`src/lsu_params.svh`:
```
////////////////////////////////////////
// Build-time sizes of the LSU control stage
// Only one DTCM region, selected by an address bit range
// LSU_OUTS_NUM of 1 or more is supported
////////////////////////////////////////
`ifndef LSU_PARAMS_SVH
`define LSU_PARAMS_SVH

// Data path width, RV32 only
`define LSU_XLEN 32

// Byte mask width follows the data width
`define LSU_WMASK_W (`LSU_XLEN / 8)

// Full byte address width
`define LSU_ADDR_W 32

// Instruction tag carried through to write-back
`define LSU_ITAG_W 3

// Entries in the outstanding table
`define LSU_OUTS_NUM 2

// Address bits compared against the DTCM region input
`define LSU_DTCM_RGN_HI 31
`define LSU_DTCM_RGN_LO 16

`endif

```
`src/lsu_pkg.sv`:
```
////////////////////////////////////////
// Shared types of the LSU control stage
// Field widths come from the params header
////////////////////////////////////////
`include "lsu_params.svh"

package lsu_pkg;

  // Access size, encoded as in the AGU command
  typedef enum logic [1:0] {
    size_byte = 2'b00,
    size_half = 2'b01,
    size_word = 2'b10
  } lsu_size_e;

  // Command as issued by the AGU
  typedef struct packed {
    logic [`LSU_ADDR_W-1:0]  addr;
    logic                    read;
    logic [`LSU_XLEN-1:0]    wdata;
    logic [`LSU_WMASK_W-1:0] wmask;
    logic                    excl;
    lsu_size_e               size;
    logic                    usign;
    logic [`LSU_ITAG_W-1:0]  itag;
  } lsu_cmd_t;

  // Command as presented to the DTCM or the BIU
  typedef struct packed {
    logic [`LSU_ADDR_W-1:0]  addr;
    logic                    read;
    logic [`LSU_XLEN-1:0]    wdata;
    logic [`LSU_WMASK_W-1:0] wmask;
    lsu_size_e               size;
  } tgt_cmd_t;

  typedef struct packed {
    logic                 err;
    logic [`LSU_XLEN-1:0] rdata;
  } tgt_rsp_t;

  // One outstanding transaction, to_dtcm clear means BIU
  typedef struct packed {
    logic                   to_dtcm;
    logic                   scond_ok;
    logic                   read;
    logic                   excl;
    lsu_size_e              size;
    logic                   usign;
    logic [`LSU_ITAG_W-1:0] itag;
    logic [`LSU_ADDR_W-1:0] addr;
  } outs_rec_t;

  typedef struct packed {
    logic [`LSU_XLEN-1:0]   wdat;
    logic [`LSU_ITAG_W-1:0] itag;
    logic                   err;
    logic [`LSU_ADDR_W-1:0] badaddr;
    logic                   ld;
  } wbck_t;

endpackage

```
`src/lsu_cmd_split.sv`:
```
////////////////////////////////////////
// Splits AGU commands between DTCM and BIU
// Accept needs both targets ready, a simplification
// Never mixes targets while anything is outstanding
////////////////////////////////////////
`timescale 1ns/10ps
`include "lsu_params.svh"

module lsu_cmd_split (
  input  logic                    i_agu_cmd_valid,
  input  lsu_pkg::lsu_cmd_t       i_agu_cmd,
  input  logic [`LSU_ADDR_W-1:0]  i_dtcm_region,
  input  logic                    i_dtcm_cmd_ready,
  input  logic                    i_biu_cmd_ready,
  input  logic                    i_outs_full,
  input  logic                    i_outs_empty,
  input  logic                    i_outs_head_dtcm,
  input  logic                    i_scond_ok,
  output logic                    o_agu_cmd_ready,
  output logic                    o_dtcm_cmd_valid,
  output lsu_pkg::tgt_cmd_t       o_dtcm_cmd,
  output logic                    o_biu_cmd_valid,
  output lsu_pkg::tgt_cmd_t       o_biu_cmd,
  output logic                    o_push,
  output lsu_pkg::outs_rec_t      o_push_rec
);
  import lsu_pkg::*;

  logic     to_dtcm;
  logic     diff_tgt;
  logic     slot_ok;
  logic     scond;
  tgt_cmd_t tgt_cmd;

  ////////////////////////////////////////
  // Target decode and issue gating
  ////////////////////////////////////////
  assign to_dtcm = (i_agu_cmd.addr[`LSU_DTCM_RGN_HI:`LSU_DTCM_RGN_LO] ==
                    i_dtcm_region[`LSU_DTCM_RGN_HI:`LSU_DTCM_RGN_LO]);

  // Head of the table tells which target owns the traffic in flight
  assign diff_tgt = ~i_outs_empty & (i_outs_head_dtcm != to_dtcm);

  assign slot_ok = i_agu_cmd_valid & ~i_outs_full & ~diff_tgt;

  // Ready only offered against a pending command
  assign o_agu_cmd_ready = slot_ok & i_dtcm_cmd_ready & i_biu_cmd_ready;

  // Each valid waits on the other target's ready, never on its own
  assign o_dtcm_cmd_valid = slot_ok & to_dtcm & i_biu_cmd_ready;
  assign o_biu_cmd_valid  = slot_ok & ~to_dtcm & i_dtcm_cmd_ready;

  ////////////////////////////////////////
  // Payload
  ////////////////////////////////////////
  assign scond = i_agu_cmd.excl & ~i_agu_cmd.read;

  always_comb begin
    tgt_cmd.addr  = i_agu_cmd.addr;
    tgt_cmd.read  = i_agu_cmd.read;
    tgt_cmd.wdata = i_agu_cmd.wdata;
    tgt_cmd.size  = i_agu_cmd.size;
    // Failed store-conditional still goes out, but writes nothing
    if (scond & ~i_scond_ok) begin
      tgt_cmd.wmask = '0;
    end else begin
      tgt_cmd.wmask = i_agu_cmd.wmask;
    end
  end

  assign o_dtcm_cmd = tgt_cmd;
  assign o_biu_cmd  = tgt_cmd;

  // One table entry per accepted command
  assign o_push = i_agu_cmd_valid & o_agu_cmd_ready;

  always_comb begin
    o_push_rec.to_dtcm  = to_dtcm;
    o_push_rec.scond_ok = i_scond_ok;
    o_push_rec.read     = i_agu_cmd.read;
    o_push_rec.excl     = i_agu_cmd.excl;
    o_push_rec.size     = i_agu_cmd.size;
    o_push_rec.usign    = i_agu_cmd.usign;
    o_push_rec.itag     = i_agu_cmd.itag;
    o_push_rec.addr     = i_agu_cmd.addr;
  end

endmodule

```
`src/lsu_ctrl_top.sv`:
```
////////////////////////////////////////
// LSU control stage, single AGU requester
// Targets must answer in order, at least one cycle after accept
////////////////////////////////////////
`timescale 1ns/10ps
`include "lsu_params.svh"

module lsu_ctrl_top (
  input  logic                    clk,
  input  logic                    i_reset,
  input  logic                    i_agu_cmd_valid,
  output logic                    o_agu_cmd_ready,
  input  lsu_pkg::lsu_cmd_t       i_agu_cmd,
  output logic                    o_dtcm_cmd_valid,
  input  logic                    i_dtcm_cmd_ready,
  output lsu_pkg::tgt_cmd_t       o_dtcm_cmd,
  input  logic                    i_dtcm_rsp_valid,
  output logic                    o_dtcm_rsp_ready,
  input  lsu_pkg::tgt_rsp_t       i_dtcm_rsp,
  output logic                    o_biu_cmd_valid,
  input  logic                    i_biu_cmd_ready,
  output lsu_pkg::tgt_cmd_t       o_biu_cmd,
  input  logic                    i_biu_rsp_valid,
  output logic                    o_biu_rsp_ready,
  input  lsu_pkg::tgt_rsp_t       i_biu_rsp,
  output logic                    o_wbck_valid,
  input  logic                    i_wbck_ready,
  output lsu_pkg::wbck_t          o_wbck,
  input  logic [`LSU_ADDR_W-1:0]  i_dtcm_region,
  input  logic                    i_commit_trap,
  input  logic                    i_commit_mret,
  output logic                    o_ctrl_active
);
  import lsu_pkg::*;

  logic      push;
  outs_rec_t push_rec;
  logic      pop;
  outs_rec_t head_rec;
  logic      outs_empty;
  logic      outs_full;
  logic      scond_ok;

  ////////////////////////////////////////
  // Command side
  ////////////////////////////////////////
  lsu_cmd_split u_cmd_split (
    .i_agu_cmd_valid  (i_agu_cmd_valid),
    .i_agu_cmd        (i_agu_cmd),
    .i_dtcm_region    (i_dtcm_region),
    .i_dtcm_cmd_ready (i_dtcm_cmd_ready),
    .i_biu_cmd_ready  (i_biu_cmd_ready),
    .i_outs_full      (outs_full),
    .i_outs_empty     (outs_empty),
    .i_outs_head_dtcm (head_rec.to_dtcm),
    .i_scond_ok       (scond_ok),
    .o_agu_cmd_ready  (o_agu_cmd_ready),
    .o_dtcm_cmd_valid (o_dtcm_cmd_valid),
    .o_dtcm_cmd       (o_dtcm_cmd),
    .o_biu_cmd_valid  (o_biu_cmd_valid),
    .o_biu_cmd        (o_biu_cmd),
    .o_push           (push),
    .o_push_rec       (push_rec)
  );

  lsu_excl_monitor u_excl_monitor (
    .clk           (clk),
    .i_reset       (i_reset),
    .i_accept      (push),
    .i_cmd         (i_agu_cmd),
    .i_commit_trap (i_commit_trap),
    .i_commit_mret (i_commit_mret),
    .o_scond_ok    (scond_ok)
  );

  lsu_outs_fifo #(
    .DEPTH (`LSU_OUTS_NUM)
  ) u_outs_fifo (
    .clk        (clk),
    .i_reset    (i_reset),
    .i_push     (push),
    .i_push_rec (push_rec),
    .i_pop      (pop),
    .o_head_rec (head_rec),
    .o_empty    (outs_empty),
    .o_full     (outs_full)
  );

  ////////////////////////////////////////
  // Response side
  ////////////////////////////////////////
  lsu_rsp_wbck u_rsp_wbck (
    .i_head_rec       (head_rec),
    .i_empty          (outs_empty),
    .i_dtcm_rsp_valid (i_dtcm_rsp_valid),
    .i_dtcm_rsp       (i_dtcm_rsp),
    .i_biu_rsp_valid  (i_biu_rsp_valid),
    .i_biu_rsp        (i_biu_rsp),
    .i_wbck_ready     (i_wbck_ready),
    .o_dtcm_rsp_ready (o_dtcm_rsp_ready),
    .o_biu_rsp_ready  (o_biu_rsp_ready),
    .o_pop            (pop),
    .o_wbck_valid     (o_wbck_valid),
    .o_wbck           (o_wbck)
  );

  // Busy while a command waits or anything is in flight
  assign o_ctrl_active = i_agu_cmd_valid | ~outs_empty;

endmodule

```
`src/lsu_excl_monitor.sv`:
```
////////////////////////////////////////
// Single reservation for LR/SC
// Assumes one hart, no snooping of other masters
////////////////////////////////////////
`timescale 1ns/10ps
`include "lsu_params.svh"

module lsu_excl_monitor (
  input  logic              clk,
  input  logic              i_reset,
  input  logic              i_accept,
  input  lsu_pkg::lsu_cmd_t i_cmd,
  input  logic              i_commit_trap,
  input  logic              i_commit_mret,
  output logic              o_scond_ok
);
  import lsu_pkg::*;

  logic                   excl_flg;
  logic [`LSU_ADDR_W-1:0] excl_addr;
  logic                   addr_hit;
  logic                   flg_set;
  logic                   flg_clr;

  assign addr_hit = (i_cmd.addr == excl_addr);

  // Load-reserved going out
  assign flg_set = i_accept & i_cmd.read & i_cmd.excl;

  // Any store to the reserved word kills it, so does a trap or mret
  assign flg_clr = (i_accept & ~i_cmd.read & addr_hit & excl_flg) |
                   i_commit_trap | i_commit_mret;

  always_ff @(posedge clk) begin
    if (i_reset) begin
      excl_flg <= 1'b0;
    end else if (flg_set) begin
      excl_flg <= 1'b1;
    end else if (flg_clr) begin
      excl_flg <= 1'b0;
    end
  end

  always_ff @(posedge clk) begin
    if (flg_set) begin
      excl_addr <= i_cmd.addr;
    end
  end

  // Verdict for the store-conditional being presented now
  assign o_scond_ok = i_cmd.excl & ~i_cmd.read & excl_flg & addr_hit;

endmodule

```
`src/lsu_outs_fifo.sv`:
```
////////////////////////////////////////
// In-order table of outstanding accesses
// Head reads as zero when empty
// Push while full is taken only with a pop
////////////////////////////////////////
`timescale 1ns/10ps
`include "lsu_params.svh"

module lsu_outs_fifo #(
  parameter int DEPTH = `LSU_OUTS_NUM
) (
  input  logic               clk,
  input  logic               i_reset,
  input  logic               i_push,
  input  lsu_pkg::outs_rec_t i_push_rec,
  input  logic               i_pop,
  output lsu_pkg::outs_rec_t o_head_rec,
  output logic               o_empty,
  output logic               o_full
);
  import lsu_pkg::*;

  localparam int PTR_W = (DEPTH > 1) ? $clog2(DEPTH) : 1;
  localparam int CNT_W = $clog2(DEPTH + 1);
  localparam logic [PTR_W-1:0] LAST = PTR_W'(DEPTH - 1);

  outs_rec_t        mem [DEPTH];
  logic [PTR_W-1:0] wr_ptr;
  logic [PTR_W-1:0] rd_ptr;
  logic [CNT_W-1:0] count;
  logic             push_en;
  logic             pop_en;

  assign o_empty = (count == '0);
  assign o_full  = (count == CNT_W'(DEPTH));

  assign pop_en  = i_pop & ~o_empty;
  assign push_en = i_push & (~o_full | pop_en);

  always_ff @(posedge clk) begin
    if (push_en) begin
      mem[wr_ptr] <= i_push_rec;
    end
  end

  ////////////////////////////////////////
  // Pointers and occupancy
  ////////////////////////////////////////
  always_ff @(posedge clk) begin
    if (i_reset) begin
      wr_ptr <= '0;
      rd_ptr <= '0;
      count  <= '0;
    end else begin
      if (push_en) begin
        wr_ptr <= (wr_ptr == LAST) ? '0 : wr_ptr + 1'b1;
      end
      if (pop_en) begin
        rd_ptr <= (rd_ptr == LAST) ? '0 : rd_ptr + 1'b1;
      end
      case ({push_en, pop_en})
        2'b10:   count <= count + 1'b1;
        2'b01:   count <= count - 1'b1;
        default: count <= count;
      endcase
    end
  end

  // Head fields steer the response mux, keep them quiet when empty
  assign o_head_rec = o_empty ? '0 : mem[rd_ptr];

endmodule

```
`src/lsu_rsp_wbck.sv`:
```
////////////////////////////////////////
// Response select and load write-back
// Only the head's target may respond
// Plain stores write back zero data
////////////////////////////////////////
`timescale 1ns/10ps
`include "lsu_params.svh"

module lsu_rsp_wbck (
  input  lsu_pkg::outs_rec_t i_head_rec,
  input  logic               i_empty,
  input  logic               i_dtcm_rsp_valid,
  input  lsu_pkg::tgt_rsp_t  i_dtcm_rsp,
  input  logic               i_biu_rsp_valid,
  input  lsu_pkg::tgt_rsp_t  i_biu_rsp,
  input  logic               i_wbck_ready,
  output logic               o_dtcm_rsp_ready,
  output logic               o_biu_rsp_ready,
  output logic               o_pop,
  output logic               o_wbck_valid,
  output lsu_pkg::wbck_t     o_wbck
);
  import lsu_pkg::*;

  logic                 sel_dtcm;
  logic                 sel_biu;
  logic                 rsp_valid;
  tgt_rsp_t             rsp;
  logic [`LSU_XLEN-1:0] rdata_algn;
  logic [`LSU_XLEN-1:0] load_data;
  logic [`LSU_XLEN-1:0] wdat;

  ////////////////////////////////////////
  // Target select from the head record
  ////////////////////////////////////////
  assign sel_dtcm = ~i_empty & i_head_rec.to_dtcm;
  assign sel_biu  = ~i_empty & ~i_head_rec.to_dtcm;

  always_comb begin
    rsp_valid = 1'b0;
    rsp       = '0;
    if (sel_dtcm) begin
      rsp_valid = i_dtcm_rsp_valid;
      rsp       = i_dtcm_rsp;
    end else if (sel_biu) begin
      rsp_valid = i_biu_rsp_valid;
      rsp       = i_biu_rsp;
    end
  end

  // Stall the target while write-back is blocked
  assign o_dtcm_rsp_ready = sel_dtcm & i_wbck_ready;
  assign o_biu_rsp_ready  = sel_biu & i_wbck_ready;

  assign o_wbck_valid = rsp_valid;
  assign o_pop        = rsp_valid & i_wbck_ready;

  ////////////////////////////////////////
  // Load alignment and extension
  ////////////////////////////////////////
  assign rdata_algn = rsp.rdata >> {i_head_rec.addr[1:0], 3'b000};

  always_comb begin
    case (i_head_rec.size)
      size_byte: begin
        load_data = {{(`LSU_XLEN - 8){~i_head_rec.usign & rdata_algn[7]}},
                     rdata_algn[7:0]};
      end
      size_half: begin
        load_data = {{(`LSU_XLEN - 16){~i_head_rec.usign & rdata_algn[15]}},
                     rdata_algn[15:0]};
      end
      default: begin
        load_data = rdata_algn;
      end
    endcase
  end

  always_comb begin
    if (i_head_rec.read) begin
      wdat = load_data;
    end else if (i_head_rec.excl) begin
      // SC result, 0 on success
      wdat = {{(`LSU_XLEN - 1){1'b0}}, ~i_head_rec.scond_ok};
    end else begin
      wdat = '0;
    end
  end

  always_comb begin
    o_wbck.wdat    = wdat;
    o_wbck.itag    = i_head_rec.itag;
    o_wbck.err     = rsp.err;
    o_wbck.badaddr = i_head_rec.addr;
    o_wbck.ld      = i_head_rec.read;
  end

endmodule

```
`config.mk`:
```
export PLATFORM = sky130hd
export DESIGN_NAME = lsu_ctrl_top
export DESIGN_NICKNAME = d
export VERILOG_FILES = /design/src/lsu_pkg.sv /design/src/lsu_cmd_split.sv /design/src/lsu_ctrl_top.sv /design/src/lsu_excl_monitor.sv /design/src/lsu_outs_fifo.sv /design/src/lsu_rsp_wbck.sv
export VERILOG_INCLUDE_DIRS = /design/src
export SDC_FILE = /design/constraint.sdc
export NUM_CORES = 1
export LEC_CHECK = 0
export ABC_AREA = 1
export BUFFER_PORTS_ARGS = -buffer_cell sky130_fd_sc_hd__buf_2
export CORE_AREA = 2 2 156 158
export DETAILED_ROUTE_END_ITERATION = 8
export DIE_AREA = 0 0 158 160
export GPL_TIMING_DRIVEN = 0
export PLACE_DENSITY_LB_ADDON = 0.05
export SLEW_MARGIN = 0
export SYNTH_ARGS = -nofsm -noshare
export SYNTH_HDL_FRONTEND = slang
export SYNTH_SLANG_ARGS = --single-unit
```
`constraint.sdc`:
```
create_clock -name clk -period 11.6 [get_ports clk]
set_input_delay 2.32 -clock clk [delete_from_list [all_inputs] [get_ports clk]]
set_output_delay 2.32 -clock clk [all_outputs]
set_load 0.01 [all_outputs]
```
==> results.ini <==
[final_layout]
multi_input_area_mm2 = 0.002497
diodes = 0
postLayoutCoreUtil_pct = 44.21
instances_no_fill = 1609
layout.nets = 1457
register_area_mm2 = 0.003603
syn_to_final_growth_pct = 36.51
fillers = 2483
drive_above_1_share_pct = 45.21

[synth]
ys_types = 41
synth_cells = 897
syn_avg_cell_area_um2 = 8.599
synth_area_mm2 = 0.007714
synth_seq_cells = 122
seq_area_frac_synth_pct = 46.72
synth_top_cell_area_share_pct = 45.16
synth.most_common_cell = nand2_1
synthTopCellsByArea = edfxtp_1 (45%), buf_4 (14%), nand2_1 (10%)
yosysTopAreaCell = edfxtp_1
synth_edf_count = 116
ys_warn_count = 0
yosys-top-cells-count = nand2_1 (213), buf_4 (142), edfxtp_1 (116)
synth_async_sr_flop_share_pct = 0
syn_nets = 1082
synthFlopType = edfxtp_1

[clocking]
cts_tree = yes
htree_levels = 4
clock_sinks = 122
hold_buffers = 0
clkTransAtPathRegs_ps = 60
post_cts_buffers = 0
clk_latency_ps = 420
cts_made_buffers = 17
ctsResizeCount = 0
clockBufferDepth = 2
cts_root_buffer = clkbuf_16

[sta]
setup_viol = 0
period_needed_ps = 6386
tns_ps = 0
worst_pin_slew_ps = 674.9
fmax_mhz = 156.6
fin_skew_ps = 11.63
rsz0062_at_grt = false
hold_violations = 0
min_period_over_period_pct = 55.05
slew_headroom_pct = 55.01
final_max_slew_viol_count = 0

[setup_path]
cp-end-kind = output port
arrival_ps = 4070
cp_max_fo = 8
worstReg2RegStart = u_outs_fifo.count[0]
rrSetupSlack_ps = 8960
critPathKind = input port to output port
crit_path_start = i_agu_cmd[62]
worstReg2RegEnd = u_outs_fifo.mem[1][13]
cp-start-kind = input port
worst-r2r-cell-count = 11
crit_required_ps = 9280

[route]
finalWirelength_um = 24010
remaining_drc_errors = 0
first_pass_iters = 4
vias = 6909
post_drt_wl_per_cell_um = 14.92
drt_first_iter_violations = 303
ant_nets = 0
vias_per_cell = 4.294

[outcome]
status = finished clean

[hold_path]
hp-start = u_outs_fifo.rd_ptr
hold_class = flip-flop to flip-flop
hold_depth = 1

[global_route]
grt_max_degree = 33
grt_pass1_wl_um = 34750
antenna_found_initial = 3
gr-total-overflow = 0
grt_pass1_vias = 6282
grtUsageTotal_pct = 18.39

[floorplanning]
die_y_um = 160
die_w_um = 158
core_mm2 = 0.02382
fp-row-count = 57
die_area_mm2 = 0.02528
start_util_pct = 32.38
io-pin-count = 402

[placed_design]
port_buffers = 353
hpwl_um = 18880
place_congestion = 0.8738
placedCellCount = 1576

[flow_run]
cap_violations = 0

[pwr]
p_leak_nw = 5.330
powerDensity_mw_per_mm2 = 118.2
irDropWorstVdd_v = 0.00008427

critical path, stage by stage:
cell	delay, ps
buf_2	200
inv_1	60
nand2_1	50
nand2_1	50
nor2_1	100
nand2_1	50
nor2_1	320
a21oi_1	110
nor2_1	280
nand3_1	230
inv_1	140
buf_2	150
layout by cell type, fill, tap and decap left out, types with 17 or more instances in the layout:
| master | n |
|---|---|
| buf_2 | 361 |
| nand2_1 | 213 |
| buf_4 | 142 |
| edfxtp_1 | 116 |
| inv_1 | 100 |
| nor2_1 | 66 |
| a21oi_1 | 62 |
| o21ai_0 | 43 |
| a22o_1 | 20 |
| nand3_1 | 19 |
| clkbuf_16 | 17 |
where the power goes:
group	switching (mW)	internal (mW)
Combinational	0.139	0.107
Sequential	0.00309	0.492
Clock	0.205	0.299
flip-flops by register name, summed over array words and instances (netlist names), named ones only:
name / flops
u_outs_fifo.count: 2
u_excl_monitor.excl_addr: 32
u_outs_fifo.rd_ptr: 1
u_outs_fifo.mem: 84
u_excl_monitor.excl_flg: 1
u_outs_fifo.wr_ptr: 1
kinds of logic (layout without fill, tap and decap cells):
kind of cell / after synthesis / in the layout / synth area share (%)
DFF: 122 / 122 / 46.72
and+or+nand+nor: 335 / 335 / 19.11
adders and majority gates: 1 / 1 / 0.1622
xor gates and xnor gates: 14 / 14 / 1.590
buffers and inverters: 278 / 666 / 21.01
muxes: 4 / 4 / 0.5191
AOI/OAI and AO/OA: 143 / 143 / 10.90
layer usage:
metal,up-vias,part of all wire (%),global-route usage (%)
li1,3526,-,-
met1,3100,39,20.32
met2,248,53,34.35
met3,29,6.4,3.962
met4,6,1.8,6.306
met5,-,0.15,0
final cells by class:
cell class | count | area share [%]
Inverter | 110 | 3.945
Multi-Input combinational cell | 497 | 23.72
Buffer | 168 | 11.44
Clock inverter | 14 | 1.331
Timing Repair Buffer | 356 | 17.42
Clock buffer | 18 | 4.076
Sequential cell | 122 | 34.22
Tap cell | 324 | 3.850
through the flow:
step	instance area, um^2	power (mW)	worst slack [ps]	hold WS [ps]
6_report	10530	1.244	5214	454.5
5_1_grt	10530	1.302	4967	492.1
4_1_cts	10500	1.260	5196	457.3
3_5_place_dp	9933	0.7527	5194	446.5
3_3_place_gp	9886	0.7514	4276	437.7
2_1_floorplan	7714	0.6476	5858	425.5
worst max path at each step:
stage	to	cells after the start
6_report	o_agu_cmd_ready	12
5_1_grt	o_agu_cmd_ready	12
4_1_cts	o_agu_cmd_ready	12
3_5_place_dp	o_agu_cmd_ready	12
3_3_place_gp	u_outs_fifo.mem[0][6]	11
2_1_floorplan	o_dtcm_cmd[2]	9
No activity file was read; power rests on OpenSTA's default activity.
